--- src/hw/qconv_pkg.sv ---
package qconv_pkg;

  ////////////////////////////////////////////////////////////////////////////
  // Bus and datapath widths
  ////////////////////////////////////////////////////////////////////////////

  localparam int AXIL_ADDR_W = 8;
  localparam int AXIL_DATA_W = 32;

  localparam int PIX_W      = 8;
  localparam int WGT_W      = 8;
  localparam int ACC_W      = 32;
  localparam int MAX_LANES  = 4;
  localparam int CODES_W    = 2 * MAX_LANES;
  localparam int STEP_CNT_W = 16;

  ////////////////////////////////////////////////////////////////////////////
  // Register map
  ////////////////////////////////////////////////////////////////////////////

  localparam logic [AXIL_ADDR_W-1:0] REG_CTRL    = 8'h00;
  localparam logic [AXIL_ADDR_W-1:0] REG_WEIGHTS = 8'h04;
  localparam logic [AXIL_ADDR_W-1:0] REG_CODES   = 8'h08; // Lane 0 in top pair.
  localparam logic [AXIL_ADDR_W-1:0] REG_DATA    = 8'h0C; // Write starts a step.
  localparam logic [AXIL_ADDR_W-1:0] REG_RESULT  = 8'h10; // Read only.
  localparam logic [AXIL_ADDR_W-1:0] REG_STATUS  = 8'h14; // Read only.

  localparam int CTRL_EN_BIT  = 0;
  localparam int CTRL_CLR_BIT = 1; // Self clearing.

  ////////////////////////////////////////////////////////////////////////////
  // Weight codes
  ////////////////////////////////////////////////////////////////////////////

  localparam logic [1:0] CODE_NEG2 = 2'd0;
  localparam logic [1:0] CODE_NEG1 = 2'd1;
  localparam logic [1:0] CODE_ZERO = 2'd2;
  localparam logic [1:0] CODE_POS  = 2'd3;

  // Packed order matches WEIGHTS bits 23:0.
  typedef struct packed {
    logic signed [WGT_W-1:0] neg2;
    logic signed [WGT_W-1:0] neg1;
    logic signed [WGT_W-1:0] pos;
  } weight_set_t;

  // One command into the datapath.
  typedef struct packed {
    logic                   valid;
    logic                   clear;
    logic                   enable;
    logic [AXIL_DATA_W-1:0] data;
    logic [CODES_W-1:0]     codes;
  } step_cmd_t;

endpackage
--- src/hw/qconv_top.sv ---
`timescale 1ns/1ps

module qconv_top #(
  parameter int LANES = 4
) (
  input  logic                                 clk,
  input  logic                                 rst,
  input  logic [qconv_pkg::AXIL_ADDR_W-1:0]    awaddr,
  input  logic                                 awvalid,
  output logic                                 awready,
  input  logic [qconv_pkg::AXIL_DATA_W-1:0]    wdata,
  input  logic [qconv_pkg::AXIL_DATA_W/8-1:0]  wstrb,
  input  logic                                 wvalid,
  output logic                                 wready,
  output logic [1:0]                           bresp,
  output logic                                 bvalid,
  input  logic                                 bready,
  input  logic [qconv_pkg::AXIL_ADDR_W-1:0]    araddr,
  input  logic                                 arvalid,
  output logic                                 arready,
  output logic [qconv_pkg::AXIL_DATA_W-1:0]    rdata,
  output logic [1:0]                           rresp,
  output logic                                 rvalid,
  input  logic                                 rready
);
  import qconv_pkg::*;

  weight_set_t                   weights;
  step_cmd_t                     cmd;
  logic [LANES-1:0][WGT_W-1:0]   lane_weights;
  logic [LANES-1:0][ACC_W-1:0]   lane_acc;
  logic                          done;
  logic [ACC_W-1:0]              result;
  logic                          result_valid;

  qconv_axil_regs #(.LANES(LANES)) u_regs (
    .clk, .rst,
    .awaddr, .awvalid, .awready,
    .wdata, .wstrb, .wvalid, .wready,
    .bresp, .bvalid, .bready,
    .araddr, .arvalid, .arready,
    .rdata, .rresp, .rvalid, .rready,
    .result, .result_valid,
    .weights, .cmd
  );

  // Decode.
  weight_code_decode #(.LANES(LANES)) u_decode (
    .weights      (weights),
    .codes        (cmd.codes[2*LANES-1:0]),
    .enable       (cmd.enable),
    .lane_weights (lane_weights)
  );

  // Execute.
  conv_lanes #(.LANES(LANES)) u_lanes (
    .clk, .rst,
    .cmd, .lane_weights,
    .lane_acc, .done
  );

  // Result.
  lane_sum #(.LANES(LANES)) u_sum (
    .clk, .rst,
    .lane_acc, .done,
    .result, .result_valid
  );

endmodule

--- src/hw/qconv_axil_regs.sv ---
`timescale 1ns/1ps

module qconv_axil_regs #(
  parameter int LANES = 4
) (
  input  logic                                 clk,
  input  logic                                 rst,
  input  logic [qconv_pkg::AXIL_ADDR_W-1:0]    awaddr,
  input  logic                                 awvalid,
  output logic                                 awready,
  input  logic [qconv_pkg::AXIL_DATA_W-1:0]    wdata,
  input  logic [qconv_pkg::AXIL_DATA_W/8-1:0]  wstrb,
  input  logic                                 wvalid,
  output logic                                 wready,
  output logic [1:0]                           bresp,
  output logic                                 bvalid,
  input  logic                                 bready,
  input  logic [qconv_pkg::AXIL_ADDR_W-1:0]    araddr,
  input  logic                                 arvalid,
  output logic                                 arready,
  output logic [qconv_pkg::AXIL_DATA_W-1:0]    rdata,
  output logic [1:0]                           rresp,
  output logic                                 rvalid,
  input  logic                                 rready,
  input  logic [qconv_pkg::ACC_W-1:0]          result,
  input  logic                                 result_valid,
  output qconv_pkg::weight_set_t               weights,
  output qconv_pkg::step_cmd_t                 cmd
);
  import qconv_pkg::*;

  localparam logic [1:0] RESP_OKAY   = 2'b00;
  localparam logic [1:0] RESP_SLVERR = 2'b10;

  logic                   wr_fire;
  logic                   rd_fire;
  logic                   issue_step;
  logic                   issue_clear;
  logic                   ctrl_en;
  logic [2*LANES-1:0]     codes_q;
  logic [ACC_W-1:0]       result_q;
  logic [2:0]             inflight;
  logic [STEP_CNT_W-1:0]  step_cnt;
  logic                   busy;
  logic [AXIL_DATA_W-1:0] ctrl_wr;
  logic [AXIL_DATA_W-1:0] weights_wr;
  logic [AXIL_DATA_W-1:0] codes_wr;
  logic [AXIL_DATA_W-1:0] rd_mux;

  function automatic logic [AXIL_DATA_W-1:0] apply_strb(
    input logic [AXIL_DATA_W-1:0]   old_val,
    input logic [AXIL_DATA_W-1:0]   new_val,
    input logic [AXIL_DATA_W/8-1:0] strb
  );
    logic [AXIL_DATA_W-1:0] res;
    res = old_val;
    for (int b = 0; b < AXIL_DATA_W / 8; b++) begin
      if (strb[b]) begin
        res[8*b +: 8] = new_val[8*b +: 8];
      end
    end
    return res;
  endfunction

  function automatic logic is_mapped(input logic [AXIL_ADDR_W-1:0] addr);
    return addr inside {REG_CTRL, REG_WEIGHTS, REG_CODES, REG_DATA, REG_RESULT, REG_STATUS};
  endfunction

  assign wr_fire = awready && awvalid && wvalid;
  assign rd_fire = arready && arvalid;

  assign ctrl_wr    = apply_strb(AXIL_DATA_W'(ctrl_en), wdata, wstrb);
  assign weights_wr = apply_strb(AXIL_DATA_W'(weights), wdata, wstrb);
  assign codes_wr   = apply_strb(AXIL_DATA_W'(codes_q), wdata, wstrb);

  assign issue_step  = wr_fire && (awaddr == REG_DATA);
  assign issue_clear = wr_fire && (awaddr == REG_CTRL) && ctrl_wr[CTRL_CLR_BIT];

  // Last in-flight command retiring this cycle.
  assign busy = (inflight - {2'b00, result_valid}) != 3'd0;

  ////////////////////////////////////////////////////////////////////////////
  // Write channel
  ////////////////////////////////////////////////////////////////////////////

  always_ff @(posedge clk or negedge rst) begin
    if (!rst) begin
      awready <= 1'b0;
      wready  <= 1'b0;
      bvalid  <= 1'b0;
    end else begin
      awready <= awvalid && wvalid && !awready && !bvalid; // AW and W together.
      wready  <= awvalid && wvalid && !awready && !bvalid;
      if (wr_fire) begin
        bvalid <= 1'b1;
      end else if (bready) begin
        bvalid <= 1'b0;
      end
    end
  end

  always_ff @(posedge clk) begin
    if (wr_fire) begin
      bresp <= is_mapped(awaddr) ? RESP_OKAY : RESP_SLVERR;
    end
  end

  ////////////////////////////////////////////////////////////////////////////
  // Register file and command issue
  ////////////////////////////////////////////////////////////////////////////

  always_ff @(posedge clk or negedge rst) begin
    if (!rst) begin
      ctrl_en  <= 1'b0;
      weights  <= '0;
      codes_q  <= '0;
      cmd      <= '0;
      step_cnt <= '0;
      inflight <= '0;
      result_q <= '0;
    end else begin
      cmd.valid <= 1'b0; // Single cycle pulse.
      if (wr_fire && awaddr == REG_CTRL) begin
        ctrl_en <= ctrl_wr[CTRL_EN_BIT];
      end
      if (wr_fire && awaddr == REG_WEIGHTS) begin
        weights <= weights_wr[$bits(weight_set_t)-1:0];
      end
      if (wr_fire && awaddr == REG_CODES) begin
        codes_q <= codes_wr[2*LANES-1:0];
      end
      if (issue_step) begin
        cmd.valid  <= 1'b1;
        cmd.clear  <= 1'b0;
        cmd.enable <= ctrl_en;
        cmd.data   <= wdata;
        cmd.codes  <= CODES_W'(codes_q);
        step_cnt   <= step_cnt + 1'b1;
      end else if (issue_clear) begin
        cmd.valid  <= 1'b1;
        cmd.clear  <= 1'b1;
        cmd.enable <= ctrl_wr[CTRL_EN_BIT];
        step_cnt   <= '0;
      end
      inflight <= inflight + {2'b00, issue_step || issue_clear} - {2'b00, result_valid};
      if (result_valid) begin
        result_q <= result;
      end
    end
  end

  ////////////////////////////////////////////////////////////////////////////
  // Read channel
  ////////////////////////////////////////////////////////////////////////////

  always_comb begin
    rd_mux = '0;
    case (araddr)
      REG_CTRL:    rd_mux[CTRL_EN_BIT] = ctrl_en;
      REG_WEIGHTS: rd_mux = AXIL_DATA_W'(weights);
      REG_CODES:   rd_mux = AXIL_DATA_W'(codes_q);
      REG_DATA:    rd_mux = cmd.data; // Last data word.
      REG_RESULT:  rd_mux = result_valid ? result : result_q;
      REG_STATUS:  rd_mux = {step_cnt, {(AXIL_DATA_W-STEP_CNT_W-1){1'b0}}, busy};
      default:     rd_mux = '0;
    endcase
  end

  always_ff @(posedge clk or negedge rst) begin
    if (!rst) begin
      arready <= 1'b0;
      rvalid  <= 1'b0;
    end else begin
      arready <= arvalid && !arready && !rvalid;
      if (rd_fire) begin
        rvalid <= 1'b1;
      end else if (rready) begin
        rvalid <= 1'b0;
      end
    end
  end

  always_ff @(posedge clk) begin
    if (rd_fire) begin
      rdata <= rd_mux;
      rresp <= is_mapped(araddr) ? RESP_OKAY : RESP_SLVERR;
    end
  end

  a_aw_with_w: assert property (@(posedge clk) disable iff (!rst)
    (wready && wvalid) |-> awvalid);

  // Response held and unchanged until taken.
  a_b_hold: assert property (@(posedge clk) disable iff (!rst)
    (bvalid && !bready) |=> (bvalid && $stable(bresp)));

endmodule

--- src/hw/lane_sum.sv ---
`timescale 1ns/1ps

module lane_sum #(
  parameter int LANES = 4
) (
  input  logic                                   clk,
  input  logic                                   rst,
  input  logic [LANES-1:0][qconv_pkg::ACC_W-1:0] lane_acc,
  input  logic                                   done,
  output logic [qconv_pkg::ACC_W-1:0]            result,
  output logic                                   result_valid
);
  import qconv_pkg::*;

  logic signed [ACC_W-1:0] sum;

  always_comb begin
    sum = '0;
    for (int i = 0; i < LANES; i++) begin
      sum = sum + $signed(lane_acc[i]); // Wraps at ACC_W.
    end
  end

  always_ff @(posedge clk or negedge rst) begin
    if (!rst) begin
      result       <= '0;
      result_valid <= 1'b0;
    end else begin
      result_valid <= done;
      if (done) begin
        result <= sum;
      end
    end
  end

endmodule

--- src/hw/conv_lanes.sv ---
`timescale 1ns/1ps

module conv_lanes #(
  parameter int LANES = 4
) (
  input  logic                                   clk,
  input  logic                                   rst,
  input  qconv_pkg::step_cmd_t                   cmd,
  input  logic [LANES-1:0][qconv_pkg::WGT_W-1:0] lane_weights,
  output logic [LANES-1:0][qconv_pkg::ACC_W-1:0] lane_acc,
  output logic                                   done
);
  import qconv_pkg::*;

  logic [PIX_W*LANES-1:0] pix_word;
  logic                   lane_step;
  logic                   lane_clear;

  // Disabled steps add zero.
  assign pix_word = cmd.enable ? cmd.data[PIX_W*LANES-1:0] : '0;

  assign lane_step  = cmd.valid && !cmd.clear;
  assign lane_clear = cmd.valid && cmd.clear;

  for (genvar i = 0; i < LANES; i++) begin : g_lane
    mac_lane u_mac (
      .clk    (clk),
      .rst    (rst),
      .pixel  (pix_word[PIX_W*(LANES-1-i) +: PIX_W]), // Lane 0 on top byte.
      .weight (lane_weights[i]),
      .step   (lane_step),
      .clear  (lane_clear),
      .acc    (lane_acc[i])
    );
  end

  always_ff @(posedge clk or negedge rst) begin
    if (!rst) begin
      done <= 1'b0;
    end else begin
      done <= cmd.valid;
    end
  end

endmodule

--- src/hw/mac_lane.sv ---
`timescale 1ns/1ps

module mac_lane (
  input  logic                                clk,
  input  logic                                rst,
  input  logic [qconv_pkg::PIX_W-1:0]         pixel,
  input  logic signed [qconv_pkg::WGT_W-1:0]  weight,
  input  logic                                step,
  input  logic                                clear,
  output logic signed [qconv_pkg::ACC_W-1:0]  acc
);
  import qconv_pkg::*;

  logic signed [PIX_W+WGT_W:0] prod;
  logic signed [ACC_W-1:0]     prod_ext;

  assign prod     = $signed({1'b0, pixel}) * weight; // Pixel is unsigned.
  assign prod_ext = ACC_W'(prod);

  always_ff @(posedge clk or negedge rst) begin
    if (!rst) begin
      acc <= '0;
    end else if (clear) begin
      acc <= '0;
    end else if (step) begin
      acc <= acc + prod_ext; // Wraps at ACC_W.
    end
  end

  a_step_clear_excl: assert property (@(posedge clk) disable iff (!rst)
    !(step && clear));

endmodule

--- src/hw/weight_code_decode.sv ---
`timescale 1ns/1ps

module weight_code_decode #(
  parameter int LANES = 4
) (
  input  qconv_pkg::weight_set_t                   weights,
  input  logic [2*LANES-1:0]                       codes,
  input  logic                                     enable,
  output logic [LANES-1:0][qconv_pkg::WGT_W-1:0]   lane_weights
);
  import qconv_pkg::*;

  always_comb begin
    lane_weights = '0;
    if (enable) begin
      for (int i = 0; i < LANES; i++) begin
        // Lane 0 takes the top code pair.
        case (codes[2*(LANES-1-i) +: 2])
          CODE_POS:  lane_weights[i] = weights.pos;
          CODE_NEG1: lane_weights[i] = weights.neg1;
          CODE_NEG2: lane_weights[i] = weights.neg2;
          CODE_ZERO: lane_weights[i] = '0;
        endcase
      end
    end
  end

endmodule

--- config.mk ---
export PLATFORM = sky130hd
export DESIGN_NAME = qconv_top
export DESIGN_NICKNAME = d
export VERILOG_FILES = /design/src/hw/qconv_pkg.sv /design/src/hw/qconv_top.sv /design/src/hw/qconv_axil_regs.sv /design/src/hw/lane_sum.sv /design/src/hw/conv_lanes.sv /design/src/hw/mac_lane.sv /design/src/hw/weight_code_decode.sv
export SDC_FILE = /design/constraint.sdc
export NUM_CORES = 2
export LEC_CHECK = 0
export BUFFER_PORTS_ARGS = -buffer_cell sky130_fd_sc_hd__buf_2
export CORE_MARGIN = 8
export CORE_UTILIZATION = 30
export CTS_BUF_LIST = sky130_fd_sc_hd__clkbuf_2
export CTS_CLUSTER_SIZE = 14
export DETAILED_ROUTE_END_ITERATION = 7
export PLACE_DENSITY = 0.52
export RECOVER_POWER = 100
export SETUP_SLACK_MARGIN = 0.4
export SYNTH_ARGS = -nofsm -noshare
export SYNTH_HDL_FRONTEND = slang
export SYNTH_SLANG_ARGS = --single-unit
--- constraint.sdc ---
create_clock -name clk -period 8.13 [get_ports clk]
set_input_delay 0.4065 -clock clk [delete_from_list [all_inputs] [get_ports clk]]
set_output_delay 0.4065 -clock clk [all_outputs]
set_load 0.01 [all_outputs]
### Word-level counts from Yosys, hierarchy flattened

Cells that the tools add are included.

| operators by class | value |
|---|---|
| add/sub/neg operators | 11 |
| multipliers | 4 |
| equal/unequal tests | 22 |
| multiplexer cells | 28 |
| reductions and logical operators | 38 |

Operators by type and width:

| operator | count |
|---|---|
| 32-bit two-way mux | 11 |
| 31-bit case mux with 5 select lines | 1 |
| 32-bit by 17-bit adder with 32-bit output | 4 |
| 8-bit case mux with 4 select lines | 4 |
| 32-bit adder | 3 |
| 9-bit by 8-bit multiplier with 17-bit output | 4 |
| 8-bit by 4-bit equality test with 1-bit output, second input constant | 4 |
| 8-bit by 5-bit equality test with 1-bit output, second input constant | 4 |
| 16-bit two-way mux | 2 |
| 16-bit by 1-bit adder with 16-bit output, second input constant | 1 |
| 2-bit equality test, second input constant | 8 |
| 8-bit by 3-bit equality test with 1-bit output, second input constant | 2 |
| 8-bit logical NOT | 2 |
| 1-bit logical AND | 15 |
| 6-bit nonzero test | 2 |
| 2-bit by 1-bit equality test with 1-bit output, second input constant | 4 |
| 2-bit logical NOT | 4 |
| 2-bit AND reduction | 4 |
| 2-bit nonzero test | 4 |
| 2-bit two-way mux | 3 |
| 3-bit two-way mux | 2 |
| 1-bit case mux with 6 select lines | 1 |
| 3-bit by 1-bit subtractor with 3-bit output | 2 |
| 1-bit logical NOT | 5 |
| other kinds (4) | 7 |

| storage, ports and cells | value |
|---|---|
| bits in registers | 329 |
| input bits | 59 |
| output and inout bits | 41 |
| logic and storage cells | 130 |

### Longest topological paths before layout

| depth | value |
|---|---|
| depth in word-level cells | 7 |
| mapped depth | 27 |
| gate-level depth less buffers | 24 |

### By module

From an unflattened synthesis, not the netlist that was laid out.

| second synthesis, totals | value |
|---|---|
| cells, all modules | 3,636 |
| area, all modules | 34,800.9 um^2 |

Modules (own cells, without submodules):

| module | instances | cells each | area an instance (um^2) | sequential area each (um^2) |
|---|---|---|---|---|
| qconv_axil_regs | 1 | 599 | 7,214.4 | 4,299.1 |
| mac_lane at u_lanes.g_lane[2].u_mac | 1 | 584 | 5,398.9 | 800.8 |
| mac_lane at u_lanes.g_lane[0].u_mac | 1 | 570 | 5,391.4 | 800.8 |
| mac_lane at u_lanes.g_lane[1].u_mac | 1 | 590 | 5,353.9 | 800.8 |
| mac_lane at u_lanes.g_lane[3].u_mac | 1 | 550 | 5,276.3 | 800.8 |
| lane_sum | 1 | 563 | 4,885.9 | 825.8 |
| weight_code_decode | 1 | 142 | 987.2 | 0.0 |
| conv_lanes | 1 | 38 | 292.8 | 25.0 |

### Worst setup path before layout

Ideal clock, no wire load.

| timing path | value |
|---|---|
| path type | register to register |
| from | register u_regs.cmd[5] (netlist name) |
| to | register u_lanes.g_lane[1].u_mac.acc[26] (netlist name) |
| library setup time | 0.122 ns |
| data arrival time | 6.190 ns |
| data required time | 8.008 ns |
| setup slack | 1.819 ns |
| stages on the path, launching flop included | 21 |
| clock period less this slack | 6.311 ns |
| cell sequence | dfrtp_1 clkbuf_1 mux2i_1 nor2b_1 o21ai_1 inv_1 fa_1 fa_1 fa_1 fa_1 fa_1 ha_1 a211o_1 o211ai_2 a2111oi_2 o311a_1 o2111ai_2 a21oi_2 o31a_1 or3_1 a32o_1 |

| on the way | value |
|---|---|
| longest elaborated chain between the ends | 7 |

Ends and longest elaborated chain:

| item | line | RTL |
|---|---|---|
| 2-bit equality test (tied with other cells) | weight_code_decode.sv:18 | `case (codes[2*(LANES-1-i) +: 2])` |
| 8-bit case mux with 4 select lines (*) | weight_code_decode.sv:18 |  |
| 32-bit two-way mux (*) | weight_code_decode.sv:15 | `if (enable) begin` |
| 9-bit by 8-bit multiplier with 17-bit output (*) | mac_lane.sv:17 | `assign prod = $signed({1'b0, pixel}) * weight;` |
| 32-bit by 17-bit adder with 32-bit output (*) | mac_lane.sv:26 | `acc <= acc + prod_ext;` |
| 32-bit two-way mux (*) | mac_lane.sv:25 | `end else if (step) begin` |
| 32-bit two-way mux (*) | mac_lane.sv:23 | `end else if (clear) begin` |
| end signal: assignment | mac_lane.sv:26 |  |
| end: declaration | mac_lane.sv:10 | `output logic signed [qconv_pkg::ACC_W-1:0] acc` |

Mark *: on every way between the ends. The rest lies on a longest branch, timed or not. The select of a mux whose other input is x is not followed.
A chain may end at the register's enable or synchronous reset.

### Final worst setup path

| timing path | value |
|---|---|
| from | register u_regs.cmd[5] (netlist name) |
| to | register u_lanes.g_lane[1].u_mac.acc[30] (netlist name) |

| on the way | value |
|---|---|
| longest elaborated chain between the ends | 7 |

Ends and longest elaborated chain:

| item | line |
|---|---|
| 2-bit equality test (tied with other cells) | weight_code_decode.sv:18 |
| 8-bit case mux with 4 select lines (*) | weight_code_decode.sv:18 |
| 32-bit two-way mux (*) | weight_code_decode.sv:15 |
| 9-bit by 8-bit multiplier with 17-bit output (*) | mac_lane.sv:17 |
| 32-bit by 17-bit adder with 32-bit output (*) | mac_lane.sv:26 |
| 32-bit two-way mux (*) | mac_lane.sv:25 |
| 32-bit two-way mux (*) | mac_lane.sv:23 |

Marked as above.

==> results.toml <==
[placed_design]
dp_hpwl_mm = 71.2
numPortBuffers = 96
gp_congestion = 0.845
place_area_um2 = 34200
pre_cts_ws_ns = 1.23
dp_cells = 4636

[clocking]
htreeDepth = 3
cts.clk_slew.worst_paths_ns = 0.11
cts_resized = 0
cts_buffers = 97
cts_buffer_depth = 3
cts-root-buf = "clkbuf_2"
cts.sink_count = 327
tritoncts = "yes"
worstSkewPairLatency_ns = 1.15

[final_layout]
drive_gt1_share_pct = 9.37
final_area_um2 = 36100
final_util_pct = 33.9
area_delta_synth_final_pct = 12.3
fin_nets = 4245
layout.cells.non_filler = 4935

[synthesis]
syn_inst = 3232
netlist_area_um2 = 32100
synthAdderAreaFrac_pct = 34.9
yosys_most_used_dff = "dfrtp_1"
synth_top_family_by_area = "adder cells"
synth_edf_count = 34
syn_area_per_cell_um2 = 9.94
yosysWarnings = 0
synth_compound_area_share_pct = 13.3
synth_top_area_cell = "dfrtp_1"
synth-xor-area-share_pct = 3.82
synth.area.mux_share_pct = 4.38
synth_top_area_share_pct = 22.8
ys_seq_area_share_pct = 26.0
async_flop_share_pct = 89.6
yosys.area_share.simple_pct = 12.4
ys_ff_latch = 327
yosys-top-cells-area = "dfrtp_1, ha_1, fa_1, nand2_1, mux2_2"
synth.distinct_cells = 77

[floorplan]
row_count = 120
pin_count = 100
coreArea_um2 = 107000
fp.dieH_um = 343
die-area_um2 = 118000
initial_core_util_pct = 30.1
die_w_um = 343

[sta]
period_minus_slack_ns = 7.30
fin_ws_ns = 0.833
worst_clock_skew_ns = 0.118
maxSlewHeadroom_pct = -278
period_share_pct = 89.8
rsz0062_at_grt = "false"
hold_slack_ns = 0.129
tns_ns = 0
drv_slew = 470
hold_viol = 0
setup_viol = 0
tightest_slew_ns = 5.67
max_freq_mhz = 137

[setup_path]
crit_fanout = 17
crit_arrival_ns = 8.34
critical_path.most_common_cell = "fa_1"
crit_slowest_cell = "a2111oi_0"
critPathMaxStageDelay_ns = 0.84
critPathTopFamily = "adder cells"
required_ns = 9.18
critPathBufInv = 3
path_cells = "mux2_2 -> a21oi_1 -> nor2b_1 -> nand2_1 -> fa_1 -> inv_1 -> fa_1 -> inv_1 -> fa_1 -> inv_1 -> fa_1 -> fa_1 -> ha_1 -> a211o_1 -> o211ai_1 -> a2111oi_0 -> o311a_1 -> o2111ai_1 -> a21oi_1 -> nor3_1 -> or4_1 -> nand3_1"
start_kind = "flip-flop"
end_kind = "flip-flop"
critPathKind = "flip-flop to flip-flop"

[routing]
wl_per_cell_um = 18.5
drt_pass1_iterations = 5
drt-initial-drc-count = 1531
wl_mm = 91.5
viasPerCell = 4.91
vias = 24200
antenna_left = 0
post-route-drc-count = 0

[global_route]
overflow = 0
grt_pass1_wl_mm = 145
antenna_found_initial = 3
grt_max_degree = 117
grt_usage_pct = 15.6
grt_pass1_vias = 24800

[pwr]
p_leak_nw = 20.1
power_density_nw_per_um2 = 85.9
fin_total_pwr_mw = 3.10
vdd_drop_max_mv = 0.0818

[outcome]
violations = "max-capacitance violations, max-slew violations"
status = "finished, violations left"

[run]
drv_cap = 9

[hold_path]
hold_path.class = "input port to flip-flop"
what timing repair did:
action,4_1_cts,5_1_grt
hold buffers,119,0
setup buffers,0,0
setup endpoints to repair,0,0
endpoints found under the hold margin,401,0
report_power, final:
group	switching [mW]	internal [mW]	total, mW
combinational	0.0724	0.0537	0.126
sequential	0.0111	1.66	1.67
clock	0.810	0.488	1.30
total	0.894	2.20	3.10
registers in the layout (all words and copies together), names as in the netlist:
register and cells:
u_lanes.g_lane.u_mac.acc 128, u_regs.cmd 43, u_regs.rdata 32, u_regs.result_q 32, u_sum.result 32, u_regs.weights 24, u_regs.step_cnt 16, u_regs.codes_q 8
u_regs.inflight 3, u_lanes.done 1, u_regs.arready 1, u_regs.awready 1, u_regs.bresp 1, u_regs.bvalid 1, u_regs.ctrl_en 1, u_regs.rresp 1
u_regs.rvalid 1, u_sum.result_valid 1
cell type report:
| cell class | count | area, µm² |
|---|---|---|
| tap | 1403 | 1760 |
| sequential | 327 | 8350 |
| antenna | 1 | 2.50 |
| clock inverter | 36 | 173 |
| inverter | 317 | 1190 |
| multi-input combinational | 2460 | 22100 |
| timing repair buffer | 248 | 1840 |
| fill | 11100 | 70500 |
| clock buffer | 143 | 716 |
logic make-up (layout without fill, tap and decap cells):
kind of cell    Yosys count  in the layout
xor+xnor                140            140
compound gates          622            622
flops                   327            327
mux                     127            127
other cells               1              3
buf+inv                 446            744
simple gates            834            834
fa+ha+maj               735            735
routing by layer:
| layer | global-route usage, % | part of all wire, % | routed length, µm |
|---|---|---|---|
| met1 | 20.7 | 45 | 41500 |
| met2 | 26.3 | 48 | 43800 |
| met3 | 1.86 | 3.8 | 3460 |
| met4 | 5.25 | 3.1 | 2830 |
| met5 | 0 | 0 | 0 |
worst min-delay path, stage by stage:
cell           delay, ns
dlygate4sd3_1       0.54
buf_2               0.10
nand2_1             0.04
o21ai_0             0.07
worst paths after layout:
| check | slack [ns] | from | endpoint | cells past startpoint |
|---|---|---|---|---|
| setup / recovery | 0.83 | u_regs.cmd[5]$_DFFE_PN0P_ | u_lanes.g_lane[1].u_mac.acc[30]$_DFFE_PN0P_ | 22 |
| min in group asynchronous | 1.86 | rst | u_lanes.g_lane[1].u_mac.acc[4]$_DFFE_PN0P_ | 4 |
| max in group asynchronous | 1.59 | rst | u_lanes.g_lane[2].u_mac.acc[20]$_DFFE_PN0P_ | 4 |
| hold / removal | 0.13 | wdata[31] | u_regs.cmd[39]$_DFFE_PN0P_ | 4 |
| hold reg to reg | 0.46 | u_regs.arready$_DFF_PN0_ | u_regs.arready$_DFF_PN0_ | 1 |
| setup reg to reg | 0.83 | u_regs.cmd[5]$_DFFE_PN0P_ | u_lanes.g_lane[1].u_mac.acc[30]$_DFFE_PN0P_ | 22 |
cells in the mapped netlist (7+ instances only):
cell type  count
clkbuf_1     101
fa_1         267
inv_1        317
a211oi_1      27
a31oi_1       12
a22oi_1       15
or3_1         14
a21oi_1      118
a222oi_1       7
o41ai_1       10
mux2i_1       18
nor3b_1       25
xor2_1        49
o21ai_1        8
a21o_1        71
a22o_1        67
nand3_1       44
or2_2          8
edfxtp_1      34
nand4_1       19
a211o_1       10
dfrtp_1      293
nand2b_1      16
ha_1         468
o21bai_1      14
o21a_1        18
xnor2_1       91
o21ai_0      125
o22ai_1       15
o211ai_1      20
o31ai_1       27
buf_1         25
nor2b_1       41
mux2_2       109
and2_1       124
nand2_1      347
nor2_1       131
and3_1        22
nor3_1        26
layout by cell type (no fill, tap or decap), types with 118 or more instances in the layout:
cell / count
fa_1: 267
dfrtp_1: 293
a21oi_1: 119
clkbuf_2: 144
nand2_1: 347
nor2_1: 129
dlygate4sd3_1: 118
inv_1: 316
o21ai_0: 127
ha_1: 468
and2_1: 119
(Power assumes the default switching activity.)
